`src/fp_pkg.sv`:
```
`default_nettype none

package fp_pkg;

   // binary32 value and its fields
   typedef logic [31:0] fp32_t;
   typedef logic [7:0]  exp_t;
   // exponent with room for overflow and a negative underflow
   typedef logic [9:0]  exp_wide_t;
   // mantissa including the hidden bit
   typedef logic [23:0] man_t;
   typedef logic [4:0]  shift_t;

   // wishbone word address and data
   typedef logic [2:0]  wb_adr_t;
   typedef logic [31:0] wb_dat_t;

   // register map
   localparam wb_adr_t ADR_OP_A   = 3'd0;
   localparam wb_adr_t ADR_OP_B   = 3'd1;
   localparam wb_adr_t ADR_CTRL   = 3'd2;
   localparam wb_adr_t ADR_RESULT = 3'd3;
   localparam wb_adr_t ADR_STATUS = 3'd4;

   // clocks from in_valid sampled to out_valid sampled
   localparam int PIPE_LAT  = 4;

   // result queue
   localparam int RES_DEPTH = 4;
   localparam int CNT_W     = 3;
   localparam int PTR_W     = 2;

   // all-ones exponent, used for infinity
   localparam exp_t EXP_MAX = 8'hff;

endpackage

`default_nettype wire
```
`src/fp_accel_top.sv`:
```
`default_nettype none

module fp_accel_top
   import fp_pkg::*;
(
   input  logic    clk,
   input  logic    rst_n,
   input  logic    wb_cyc,
   input  logic    wb_stb,
   input  logic    wb_we,
   input  wb_adr_t wb_adr,
   input  wb_dat_t wb_dat_w,
   output wb_dat_t wb_dat_r,
   output logic    wb_ack
);

   logic  in_valid, sel, out_valid, overflow, underflow;
   fp32_t a_in, b_in, result;

   // bus side, operands and result queue
   fp_wb_regs u_regs (
      .clk       (clk),
      .rst_n     (rst_n),
      .wb_cyc    (wb_cyc),
      .wb_stb    (wb_stb),
      .wb_we     (wb_we),
      .wb_adr    (wb_adr),
      .wb_dat_w  (wb_dat_w),
      .wb_dat_r  (wb_dat_r),
      .wb_ack    (wb_ack),
      .in_valid  (in_valid),
      .a_in      (a_in),
      .b_in      (b_in),
      .sel       (sel),
      .out_valid (out_valid),
      .result    (result),
      .overflow  (overflow),
      .underflow (underflow)
   );

   fp_add_sub_pipe u_pipe (
      .clk       (clk),
      .rst_n     (rst_n),
      .in_valid  (in_valid),
      .a_in      (a_in),
      .b_in      (b_in),
      .sel       (sel),
      .out_valid (out_valid),
      .result    (result),
      .overflow  (overflow),
      .underflow (underflow)
   );

endmodule

`default_nettype wire

```
`src/fp_wb_regs.sv`:
```
`default_nettype none

module fp_wb_regs
   import fp_pkg::*;
(
   input  logic    clk,
   input  logic    rst_n,
   input  logic    wb_cyc,
   input  logic    wb_stb,
   input  logic    wb_we,
   input  wb_adr_t wb_adr,
   input  wb_dat_t wb_dat_w,
   output wb_dat_t wb_dat_r,
   output logic    wb_ack,
   output logic    in_valid,
   output fp32_t   a_in,
   output fp32_t   b_in,
   output logic    sel,
   input  logic    out_valid,
   input  fp32_t   result,
   input  logic    overflow,
   input  logic    underflow
);

   logic             req, wr, rd;
   logic             ctrl_wr, room, launch;
   logic             push, pop, q_empty;
   logic [CNT_W-1:0] q_count, in_flight;
   logic [PTR_W-1:0] wr_ptr, rd_ptr;
   logic             lost;
   fp32_t            q_res [RES_DEPTH];
   logic [RES_DEPTH-1:0] q_ovf, q_unf;
   wb_dat_t          rd_data;

   // a request is new while ack is still low
   assign req = wb_cyc && wb_stb && !wb_ack;
   assign wr  = req && wb_we;
   assign rd  = req && !wb_we;

   // refuse a launch that could find the queue full on arrival
   assign ctrl_wr = wr && (wb_adr == ADR_CTRL);
   assign room    = (q_count + in_flight) < CNT_W'(RES_DEPTH);
   assign launch  = ctrl_wr && room;

   assign q_empty = (q_count == '0);
   assign push    = out_valid;
   assign pop     = rd && (wb_adr == ADR_RESULT) && !q_empty;

   always_comb begin
      case (wb_adr)
         ADR_OP_A:   rd_data = a_in;
         ADR_OP_B:   rd_data = b_in;
         ADR_CTRL:   rd_data = wb_dat_t'(in_flight);
         ADR_RESULT: rd_data = q_empty ? '0 : q_res[rd_ptr];
         ADR_STATUS: rd_data = {25'b0, q_count, 1'b0, lost,
                                q_unf[rd_ptr] & !q_empty,
                                q_ovf[rd_ptr] & !q_empty};
         default:    rd_data = '0;
      endcase
   end

   always_ff @(posedge clk or negedge rst_n) begin
      if (!rst_n) begin
         wb_ack    <= 1'b0;
         wb_dat_r  <= '0;
         in_valid  <= 1'b0;
         in_flight <= '0;
         q_count   <= '0;
         wr_ptr    <= '0;
         rd_ptr    <= '0;
         lost      <= 1'b0;
      end else begin
         wb_ack    <= req;
         if (rd) begin
            wb_dat_r <= rd_data;
         end
         in_valid  <= launch;
         in_flight <= in_flight + CNT_W'(launch) - CNT_W'(out_valid);
         q_count   <= q_count + CNT_W'(push) - CNT_W'(pop);
         if (push) begin
            wr_ptr <= wr_ptr + 1'b1;
         end
         if (pop) begin
            rd_ptr <= rd_ptr + 1'b1;
         end
         // sticky until the host reads status
         if (ctrl_wr && !room) begin
            lost <= 1'b1;
         end else if (rd && (wb_adr == ADR_STATUS)) begin
            lost <= 1'b0;
         end
      end
   end

   always_ff @(posedge clk) begin
      if (wr && (wb_adr == ADR_OP_A)) begin
         a_in <= wb_dat_w;
      end
      if (wr && (wb_adr == ADR_OP_B)) begin
         b_in <= wb_dat_w;
      end
      if (launch) begin
         sel <= wb_dat_w[0];
      end
      if (push) begin
         q_res[wr_ptr] <= result;
         q_ovf[wr_ptr] <= overflow;
         q_unf[wr_ptr] <= underflow;
      end
   end

endmodule

`default_nettype wire

```
`src/fp_add_sub_pipe.sv`:
```
`default_nettype none

module fp_add_sub_pipe
   import fp_pkg::*;
(
   input  logic  clk,
   input  logic  rst_n,
   input  logic  in_valid,
   input  fp32_t a_in,
   input  fp32_t b_in,
   input  logic  sel,
   output logic  out_valid,
   output fp32_t result,
   output logic  overflow,
   output logic  underflow
);

   // one valid bit per register bank
   logic [PIPE_LAT-1:0] vld_q;

   always_ff @(posedge clk or negedge rst_n) begin
      if (!rst_n) begin
         vld_q <= '0;
      end else begin
         vld_q <= {vld_q[PIPE_LAT-2:0], in_valid};
      end
   end

   assign out_valid = vld_q[PIPE_LAT-1];

   // stage 1: unpack, subnormals flushed to zero
   exp_t s1_exp_a, s1_exp_b;
   man_t s1_man_a, s1_man_b;
   logic s1_sign_b;

   assign s1_exp_a  = a_in[30:23];
   assign s1_exp_b  = b_in[30:23];
   assign s1_man_a  = (s1_exp_a == '0) ? '0 : {1'b1, a_in[22:0]};
   assign s1_man_b  = (s1_exp_b == '0) ? '0 : {1'b1, b_in[22:0]};
   // subtract flips the sign of b
   assign s1_sign_b = b_in[31] ^ sel;

   logic s2_sign_a, s2_sign_b;
   exp_t s2_exp_a, s2_exp_b;
   man_t s2_man_a, s2_man_b;

   always_ff @(posedge clk) begin
      s2_sign_a <= a_in[31];
      s2_sign_b <= s1_sign_b;
      s2_exp_a  <= s1_exp_a;
      s2_exp_b  <= s1_exp_b;
      s2_man_a  <= s1_man_a;
      s2_man_b  <= s1_man_b;
   end

   // stage 2: order by magnitude, align the smaller one
   logic        a_big;
   exp_t        exp_diff;
   man_t        man_big, man_small;
   logic [49:0] small_wide;
   logic [26:0] small_al;
   logic        inf_a, inf_b;

   assign a_big     = (s2_exp_a > s2_exp_b) ||
                      ((s2_exp_a == s2_exp_b) && (s2_man_a >= s2_man_b));
   assign exp_diff  = a_big ? (s2_exp_a - s2_exp_b) : (s2_exp_b - s2_exp_a);
   assign man_big   = a_big ? s2_man_a : s2_man_b;
   assign man_small = a_big ? s2_man_b : s2_man_a;
   assign inf_a     = (s2_exp_a == EXP_MAX);
   assign inf_b     = (s2_exp_b == EXP_MAX);

   // 24 mantissa bits, guard, round, then sticky as the lsb
   assign small_wide = {man_small, 26'b0} >> exp_diff;
   assign small_al   = (exp_diff > 8'd26) ? {26'b0, |man_small} :
                       {small_wide[49:24], |small_wide[23:0]};

   logic        s3_sign, s3_sub, s3_inf, s3_inf_sign, s3_zero_sign;
   exp_t        s3_exp;
   logic [26:0] s3_big, s3_small;

   always_ff @(posedge clk) begin
      s3_sign      <= a_big ? s2_sign_a : s2_sign_b;
      s3_sub       <= s2_sign_a ^ s2_sign_b;
      s3_exp       <= a_big ? s2_exp_a : s2_exp_b;
      s3_big       <= {man_big, 3'b000};
      s3_small     <= small_al;
      s3_inf       <= inf_a | inf_b;
      s3_inf_sign  <= inf_a ? s2_sign_a : s2_sign_b;
      // exact zero is negative only for -0 plus -0
      s3_zero_sign <= s2_sign_a & s2_sign_b;
   end

   // stage 3: big >= small, so the difference is already a magnitude
   logic [27:0] sum;

   assign sum = s3_sub ? ({1'b0, s3_big} - {1'b0, s3_small}) :
                         ({1'b0, s3_big} + {1'b0, s3_small});

   logic [27:0] s4_sum;
   exp_t        s4_exp;
   logic        s4_sign, s4_inf, s4_inf_sign, s4_zero_sign;

   always_ff @(posedge clk) begin
      s4_sum       <= sum;
      s4_exp       <= s3_exp;
      s4_sign      <= s3_sign;
      s4_inf       <= s3_inf;
      s4_inf_sign  <= s3_inf_sign;
      s4_zero_sign <= s3_zero_sign;
   end

   // stage 4: normalize and round to nearest even
   shift_t      lz_cnt;
   logic        lz_zero;
   logic        sum_zero;
   logic [26:0] norm;
   man_t        m_pre;
   logic        g_bit, st_bit, rnd_up;
   logic [24:0] m_rnd;
   exp_wide_t   exp_n, exp_r;
   logic [22:0] frac;

   lzc24 u_lzc (
      .man        (s4_sum[26:3]),
      .zero_count (lz_cnt),
      .all_zero   (lz_zero)
   );

   // a lone guard bit can survive a one-place alignment, so check it too
   assign sum_zero = lz_zero && !s4_sum[27] && (s4_sum[2:0] == 3'b000);
   assign norm     = s4_sum[26:0] << lz_cnt;

   always_comb begin
      if (s4_sum[27]) begin
         // carry out, one place right
         m_pre  = s4_sum[27:4];
         g_bit  = s4_sum[3];
         st_bit = |s4_sum[2:0];
         exp_n  = {2'b00, s4_exp} + 10'd1;
      end else begin
         m_pre  = norm[26:3];
         g_bit  = norm[2];
         st_bit = |norm[1:0];
         exp_n  = {2'b00, s4_exp} - {5'b00000, lz_cnt};
      end
   end

   assign rnd_up = g_bit & (st_bit | m_pre[0]);
   assign m_rnd  = {1'b0, m_pre} + {24'b0, rnd_up};
   // rounding up all ones carries into a new leading bit
   assign exp_r  = m_rnd[24] ? (exp_n + 10'd1) : exp_n;
   assign frac   = m_rnd[24] ? m_rnd[23:1] : m_rnd[22:0];

   logic        s5_sign, s5_zero, s5_inf, s5_inf_sign, s5_zero_sign;
   exp_wide_t   s5_exp;
   logic [22:0] s5_frac;

   always_ff @(posedge clk) begin
      s5_sign      <= s4_sign;
      s5_zero      <= sum_zero;
      s5_exp       <= exp_r;
      s5_frac      <= frac;
      s5_inf       <= s4_inf;
      s5_inf_sign  <= s4_inf_sign;
      s5_zero_sign <= s4_zero_sign;
   end

   // stage 5: pack with the special result rules
   always_comb begin
      overflow  = 1'b0;
      underflow = 1'b0;
      if (s5_inf) begin
         result = {s5_inf_sign, EXP_MAX, 23'b0};
      end else if (s5_zero) begin
         result = {s5_zero_sign, 31'b0};
      end else if ($signed(s5_exp) >= 255) begin
         result   = {s5_sign, EXP_MAX, 23'b0};
         overflow = 1'b1;
      end else if ($signed(s5_exp) < 1) begin
         result    = {s5_sign, 31'b0};
         underflow = 1'b1;
      end else begin
         result = {s5_sign, s5_exp[7:0], s5_frac};
      end
   end

endmodule

`default_nettype wire

```
`src/lzc24.sv`:
```
`default_nettype none

module lzc24
   import fp_pkg::*;
(
   input  man_t   man,
   output shift_t zero_count,
   output logic   all_zero
);

   // nibble 0 is the top nibble, man[23:20]
   logic [1:0] nib_cnt [6];
   logic [5:0] nib_zero;

   for (genvar g = 0; g < 6; g++) begin : g_nib
      logic [3:0] nib;

      assign nib         = man[23 - 4 * g -: 4];
      assign nib_zero[g] = (nib == 4'b0000);
      assign nib_cnt[g]  = nib[3] ? 2'd0 :
                           nib[2] ? 2'd1 :
                           nib[1] ? 2'd2 : 2'd3;
   end

   assign all_zero = &nib_zero;

   // the topmost non-zero nibble wins, scanning upward from the bottom
   // an all-zero mantissa gives 24
   always_comb begin
      zero_count = shift_t'(24);
      for (int i = 5; i >= 0; i--) begin
         if (!nib_zero[i]) begin
            zero_count = shift_t'(4 * i) + shift_t'(nib_cnt[i]);
         end
      end
   end

endmodule

`default_nettype wire

```
`config.mk`:
```
export PLATFORM = sky130hd
export DESIGN_NAME = fp_accel_top
export DESIGN_NICKNAME = d
export VERILOG_FILES = /design/src/fp_pkg.sv /design/src/fp_accel_top.sv /design/src/fp_wb_regs.sv /design/src/fp_add_sub_pipe.sv /design/src/lzc24.sv
export SDC_FILE = /design/constraint.sdc
export NUM_CORES = 1
export LEC_CHECK = 0
export BUFFER_PORTS_ARGS = -buffer_cell sky130_fd_sc_hd__buf_4
export CAP_MARGIN = 0
export CORE_MARGIN = 5
export CORE_UTILIZATION = 58
export DETAILED_ROUTE_END_ITERATION = 7
export PLACE_DENSITY = 0.83
export SLEW_MARGIN = 30
export SYNTH_ARGS = -nofsm -noshare
export SYNTH_HDL_FRONTEND = slang
export SYNTH_SLANG_ARGS = --single-unit
```
`constraint.sdc`:
```
create_clock -name clk -period 5 [get_ports clk]
set_input_delay 0.75 -clock clk [delete_from_list [all_inputs] [get_ports clk]]
set_output_delay 0.75 -clock clk [all_outputs]
set_load 0.05 [all_outputs]
```
# [Word-level counts from Yosys, hierarchy flattened]
# Memory sizes are Yosys's and may differ from the RTL's.
# Index checks and enable logic that the tools add are counted.
[totals] mem_count=1 ramBits=128 register_bits=330 word_cells=195 out_inout_bits=33
[memory_table] name="u_regs.q_res" words=4 word_bits=32 rd=1 rd_clocked_by_memory_dff=0 wr=1 line_no="fp_wb_regs.sv:31" rtl="fp32_t q_res [RES_DEPTH];"
[op_classes] n_shift=2 mux=65 n_eq_ne=7 n_reduce_logical=39 magnitude_cmp=9 add_sub_neg=20 n_bitwise=8
[ops] operator="32-bit case mux with 5 select lines" count=1
[ops] operator="24-bit two-way mux" count=5
[ops] operator="32-bit two-way mux" count=3
[ops] operator="31-bit two-way mux" count=2
[ops] operator="50-bit by 8-bit right shift with 50-bit output" count=1
[ops] operator="24-bit OR reduction" count=2
[ops] operator="5-bit two-way mux" count=6
[ops] operator="27-bit by 27-bit adder with 28-bit output" count=1
[ops] operator="28-bit two-way mux" count=1
[ops] operator="27-bit by 27-bit subtractor with 28-bit output" count=1
[ops] operator="27-bit by 5-bit left shift with 27-bit output" count=1
[ops] operator="24-bit by 1-bit adder with 25-bit output" count=1
[ops] operator="1-bit two-way mux" count=25
[ops] operator="24-bit greater-or-equal comparator" count=1
[ops] operator="4-bit zero test" count=6
[ops] operator="2-bit two-way mux" count=12
[ops] operator="23-bit two-way mux" count=1
[ops] operator="10-bit two-way mux" count=2
[ops] operator="8-bit equality test (second input constant)" count=2
[ops] operator="1-bit logical AND" count=16
[ops] operator="8-bit zero test" count=2
[ops] operator="8-bit two-way mux" count=2
[ops] operator="8-bit subtractor" count=2
[ops] operator="10-bit by 1-bit adder with 10-bit output (second input constant)" count=1
[ops] operator="33 further kinds" count=53

# [Depth between registers and ports, before layout]
[logic_depth] depth_word=17 depth_mapped=23 ltp_nobuf=18

# [By module]
# A second synthesis with hierarchy kept.
[unflattened] cells_unflattened=2228 area_unflattened_um2=23989.3
[by_module_without_submodules] mod="fp_add_sub_pipe" seq_area_each_um2=4264.1 n_inst=1 area_per_inst_um2=14366.3 cells_per_inst=1677
[by_module_without_submodules] mod="fp_wb_regs" seq_area_each_um2=7161.9 n_inst=1 area_per_inst_um2=9340.2 cells_per_inst=503
[by_module_without_submodules] mod="lzc24" seq_area_each_um2=0.0 n_inst=1 area_per_inst_um2=282.8 cells_per_inst=48

# [Least setup slack after synthesis]
# Ideal clock, no wire load.
[synth_timing] path_type="reg-to-reg" start="register u_pipe.s4_sum[12]" end="register u_pipe.s5_exp[9]" setup_slack_ns=0.612 stages_incl_launch_ff=22 n_path_buf=4 arrival_ns=4.252 t_required_ns=4.864 cell_sequence="dfxtp_1 -> buf_2 -> or4_4 -> nor3_4 -> a211o_1 -> buf_6 -> buf_6 -> a21oi_1 -> o32ai_1 -> nand2_1 -> o21ai_0 -> ha_1 -> inv_1 -> nor4b_1 -> o32ai_1 -> nor4_1 -> nand2_1 -> nor4_4 -> and3b_1 -> buf_4 -> and4b_4 -> a21oi_1"
[synth_between] elab_chain_cells=15
[synth_lines] element="start: declaration" line_no="fp_add_sub_pipe.sv:99" rtl="logic [27:0] s4_sum;"
[synth_lines] element="start signal: assignment" line_no="fp_add_sub_pipe.sv:104" rtl="s4_sum <= sum;"
[synth_lines] element="1-bit two-way mux" line_no="lzc24.sv:22" rtl="nib[1] ? 2'd2 : 2'd3;"
[synth_lines] element="2-bit two-way mux" line_no="lzc24.sv:21" rtl="nib[2] ? 2'd1 :"
[synth_lines] element="2-bit two-way mux" line_no="lzc24.sv:20" rtl="assign nib_cnt[g] = nib[3] ? 2'd0 :"
[synth_lines] element="4-bit by 2-bit adder with 5-bit output" line_no="lzc24.sv:33" rtl="zero_count = shift_t'(4 * i) + shift_t'(nib_cnt[i]);"
[synth_lines] element="5-bit two-way mux (4 in a row)" line_no="lzc24.sv:32" rtl="if (!nib_zero[i]) begin"
[synth_lines] element="27-bit by 5-bit left shift with 27-bit output" line_no="fp_add_sub_pipe.sv:131" rtl="assign norm = s4_sum[26:0] << lz_cnt;"
[synth_lines] element="2-bit OR reduction" line_no="fp_add_sub_pipe.sv:143" rtl="st_bit = |norm[1:0];"
[synth_lines] element="1-bit two-way mux" line_no="fp_add_sub_pipe.sv:134" rtl="if (s4_sum[27]) begin"
[synth_lines] element="1-bit bitwise OR" line_no="fp_add_sub_pipe.sv:148" rtl="assign rnd_up = g_bit & (st_bit | m_pre[0]);"
[synth_lines] element="1-bit bitwise AND" line_no="fp_add_sub_pipe.sv:148"
[synth_lines] element="24-bit by 1-bit adder with 25-bit output" line_no="fp_add_sub_pipe.sv:149" rtl="assign m_rnd = {1'b0, m_pre} + {24'b0, rnd_up};"
[synth_lines] element="10-bit two-way mux *" line_no="fp_add_sub_pipe.sv:151" rtl="assign exp_r = m_rnd[24] ? (exp_n + 10'd1) : exp_n;"
[synth_lines] element="net u_pipe.exp_r[9]" line_no="fp_add_sub_pipe.sv:120" rtl="exp_wide_t exp_n, exp_r;"
[synth_lines] element="end signal: assignment" line_no="fp_add_sub_pipe.sv:161" rtl="s5_exp <= exp_r;"
[synth_lines] element="end: declaration" line_no="fp_add_sub_pipe.sv:155" rtl="exp_wide_t s5_exp;"
# Mark *: on every way through the listed nets, which the timed path passes. The rest lies on a longest branch.
# A chain may end at the register's enable or synchronous reset.

# [Final worst setup path]
[layout_timing] start="register u_pipe.s2_man_b[20]" end="register u_pipe.s3_small[0]"
[layout_between] elab_chain_cells=7
[layout_lines] element="start: declaration" line_no="fp_add_sub_pipe.sv:45" rtl="man_t s2_man_a, s2_man_b;"
[layout_lines] element="start signal: assignment" line_no="fp_add_sub_pipe.sv:53" rtl="s2_man_b <= s1_man_b;"
[layout_lines] element="24-bit greater-or-equal comparator" line_no="fp_add_sub_pipe.sv:65" rtl="((s2_exp_a == s2_exp_b) && (s2_man_a >= s2_man_b));"
[layout_lines] element="1-bit logical AND" line_no="fp_add_sub_pipe.sv:65"
[layout_lines] element="1-bit logical OR" line_no="fp_add_sub_pipe.sv:64" rtl="assign a_big = (s2_exp_a > s2_exp_b) ||"
[layout_lines] element="24-bit two-way mux or 8-bit two-way mux (tied branches)" line_no="fp_add_sub_pipe.sv:68, fp_add_sub_pipe.sv:66"
[layout_lines] element="50-bit by 8-bit right shift with 50-bit output" line_no="fp_add_sub_pipe.sv:73" rtl="assign small_wide = {man_small, 26'b0} >> exp_diff;"
[layout_lines] element="24-bit OR reduction" line_no="fp_add_sub_pipe.sv:75" rtl="{small_wide[49:24], |small_wide[23:0]};"
[layout_lines] element="1-bit two-way mux *" line_no="fp_add_sub_pipe.sv:74" rtl="assign small_al = (exp_diff > 8'd26) ? {26'b0, |man_small} :"
[layout_lines] element="net u_pipe.small_al[0]" line_no="fp_add_sub_pipe.sv:61" rtl="logic [26:0] small_al;"
[layout_lines] element="end signal: assignment" line_no="fp_add_sub_pipe.sv:86" rtl="s3_small <= small_al;"
[layout_lines] element="end: declaration" line_no="fp_add_sub_pipe.sv:79" rtl="logic [26:0] s3_big, s3_small;"
# Marked as above.

==> results.yml <==
timing:
  fin_crit_ps: 4800
  max_slew_margin_pct: 37.0
  period_share_pct: 96.0
  max_freq_mhz: 208
  rsz0062_at_grt: "true"
  hold_viol_final: 0
  slew_violations: 0
  fin_skew_ps: 44.9
  setup_viol_count_final: 0
  worstMarginPinSlew_ps: 937
  timing.final.ws_setup_ps: 199
synthesis:
  synth_edf_count: 201
  ys.flop_type: "dfxtp_1"
  synthArstFlopShare_pct: 10.7
  syn_avg_cell_area_um2: 10.2
  ys_ff_latch: 458
  synth_top_area_cell: "edfxtp_1"
  synth_top_area_share_pct: 24.6
  netlist_instances: 2413
  seq_area_frac_synth_pct: 46.6
  netlist_area_um2: 24500
  synth.area.top_cells: "edfxtp_1, dfxtp_1, ha_1"
  yosysWarnings: 0
  synthesis.nets: 2565
  yosysUniqueCellTypes: 100
grt:
  antenna_found_initial: 5
  grt_pass1_vias: 20000
  grt_pass1_wl_um: 124000
  grt_use_total_pct: 34.3
  grt_max_degree: 63
  gr-total-overflow: 0
clocking:
  cts.clk_slew.worst_paths_ps: 70
  cts_root_buffer: "clkbuf_16"
  clock_latency_ps: 610
  cts_tree: "built"
  h-tree-depth: 2
  clkSinkCount: 458
  cts_max_path_buffers: 3
  numCtsBuffers: 45
detailed_routing:
  postRouteAntennaNets: 0
  drtIter0Drc: 3046
  dr_wl_met3_um: 7700
  post_drt_wl_per_cell_um: 26.3
  num_vias: 20800
  post_drt_via_cell_ratio: 6.68
  met2WireLength_um: 36900
  drcViolationCount: 0
  routed.top_layer: "met5"
  firstDrtPassIters: 6
  routed_wl_um: 82000
  wl_met1_um: 33300
run_status:
  run_status: "complete, no violations"
floorplanning:
  die_h_um: 216
  coreArea_um2: 41900
  die_width_um: 216
  io_pins: 73
  initial_core_util_pct: 58.6
  row_count: 75
  dieArea_um2: 46500
worst_setup_path:
  crit_path_frequent_cell: "buf_4"
  path_class: "reg -> reg"
  slowest_delay_ps: 630
  critPathSlowestCell: "or4_1"
  critPathRequiredTime_ps: 5490
  cp.arrival_ps: 5290
  startpoint_type: "register"
  path_cells: "inv_1, ha_1, nand4_1, or4_1, nor2_1, a211oi_4, nor2_4, buf_4, mux4_2, mux2_2, nand2b_1, a21oi_1, a2111oi_0, buf_4, o2111a_1, a311o_1, a41oi_1"
  end_kind: "register"
  worst-path-max-fanout: 14
power:
  clock_power_share_pct: 38.1
  power_w: 0.00902
  p_sw_w: 0.00252
  switching_share_pct: 27.9
  powerDensity_nw_per_um2: 324
  power_frac_seq_pct: 47.1
  pwr-share-comb_pct: 14.8
  ir_drop_v: 0.000391
  p_int_w: 0.00650
  power_leakage_nw: 11.0
placed_design:
  portBuffers: 72
  place_hpwl_um: 59200
  placedCellCount: 3025
  placed_area_um2: 26300
  routabilityCongestion: 1.03
  dpl_worst_slack_ps: 188
final_layout:
  final_common_cell: "buf_4"
  most-common-layout-cells: "buf_4, dfxtp_1, nand2_1, edfxtp_1, nor2_1"
  layout.nets: 2690
  utilization_pct: 66.6
  drive_above_1_share_pct: 16.2
  syn_to_final_growth_pct: 13.7
  layoutNonFillerInstCount: 3117
  stdcell_area_um2: 27900
  fillers: 3109
min_path:
  hold_class: "in -> async"
job:
  cap_violations: 0
-- flip-flops by register name, summed over array words and instances, names as in the netlist, 2 cells and up --
name / flops
u_pipe.s2_exp_a: 8
u_pipe.s2_exp_b: 8
u_pipe.s2_man_a: 24
u_pipe.s2_man_b: 24
u_pipe.s3_big: 24
u_pipe.s3_exp: 8
u_pipe.s3_small: 27
u_pipe.s4_exp: 8
u_pipe.s4_sum: 28
u_pipe.s5_exp: 10
u_pipe.s5_frac: 23
u_pipe.vld_q: 4
u_regs.a_in: 32
u_regs.b_in: 32
u_regs.in_flight: 3
u_regs.q_count: 3
u_regs.q_ovf: 4
u_regs.q_res: 128
u_regs.q_unf: 4
u_regs.rd_ptr: 2
u_regs.wb_dat_r: 32
u_regs.wr_ptr: 2
-- power groups by stage --
stage | logic (W) | clock network (W) | registers [W]
floorplan | 0.000775 | 0 | 0.00430
global placement | 0.00126 | 0 | 0.00430
detailed placement | 0.00129 | 0 | 0.00431
CTS | 0.00132 | 0.00347 | 0.00424
global route | 0.00140 | 0.00364 | 0.00426
finish | 0.00134 | 0.00344 | 0.00425
-- path summary, 6_finish.rpt --
check                                          from            endpoint  slack, ps  depth (start not counted)
max in group asynchronous                     rst_n    u_regs.rd_ptr[0]       4400                          1
worst min register to register     u_pipe.s3_exp[5]    u_pipe.s4_exp[5]        330                          0
min in group clk                       wb_dat_w[23]     u_regs.a_in[23]        320                          1
worst min-delay path                          rst_n  u_regs.wb_dat_r[9]        170                          1
worst max register to register  u_pipe.s2_man_b[20]  u_pipe.s3_small[0]        200                         17
worst max-delay path            u_pipe.s2_man_b[20]  u_pipe.s3_small[0]        200                         17
-- Yosys cell counts, types with 27 or more instances --
cell type / number
clkbuf_1: 92
o211ai_1: 29
xnor2_1: 44
mux2i_1: 86
dfrtp_1: 49
dfxtp_1: 208
a21oi_1: 151
nand3_1: 41
and2_1: 81
a222oi_1: 27
nor4_1: 40
edfxtp_1: 201
o21ai_0: 156
ha_1: 106
nor2_1: 167
a211oi_1: 28
mux4_2: 43
inv_1: 124
nand2_1: 205
mux2_2: 29
nor3_1: 56
-- layer usage --
metal,up-vias,track usage (%)
met4,2,14.9
li1,9173,-
met3,220,5.35
met1,10100,48.1
met2,1352,53.3
met5,-,0
-- repair_timing --
item	CTS	global route
hold buffers	0	0
setup buffers	0	5
endpoints found under the setup margin	0	36
resized for setup	0	15
-- worst max-delay path: cells and delay by family, from the launching register on --
family,cells,cell delay [ps]
simple gates,5,1640
fa+ha+maj,1,320
flops,1,440
buf+inv,3,430
mux,2,850
compound gates,6,990
-- layout make-up --
class	instances	area, µm²	area share (%)
well taps	539	674	2.42
repair buffers	215	1650	5.93
diodes	3	7.51	0.0269
flip-flops and latches	458	11400	41.0
clock buffers	61	1230	4.40
inverters	128	480	1.72
multi-input cells	1690	12100	43.5
clock inverters	23	277	0.992
-- kinds of logic (layout without fill, tap and decap cells) --
logic type,count (synthesis),count (layout),synth area share [%]
and+or+nand+nor,732,732,15.0
xor gates and xnor gates,67,67,2.42
DFF,458,458,46.6
other,0,3,0
buffers and inverters,265,427,4.32
AOI/OAI and AO/OA,621,621,16.9
adders and majority gates,112,112,5.90
muxes,158,158,8.79
-- through the flow --
stage	hold WS [ps]	setup TNS [ps]
2_1_floorplan	310	0
3_3_place_gp	313	0
3_5_place_dp	316	0
4_1_cts	156	0
5_1_grt	198	-2.41
6_report	166	0
Power figures use the tool's default switching activity.
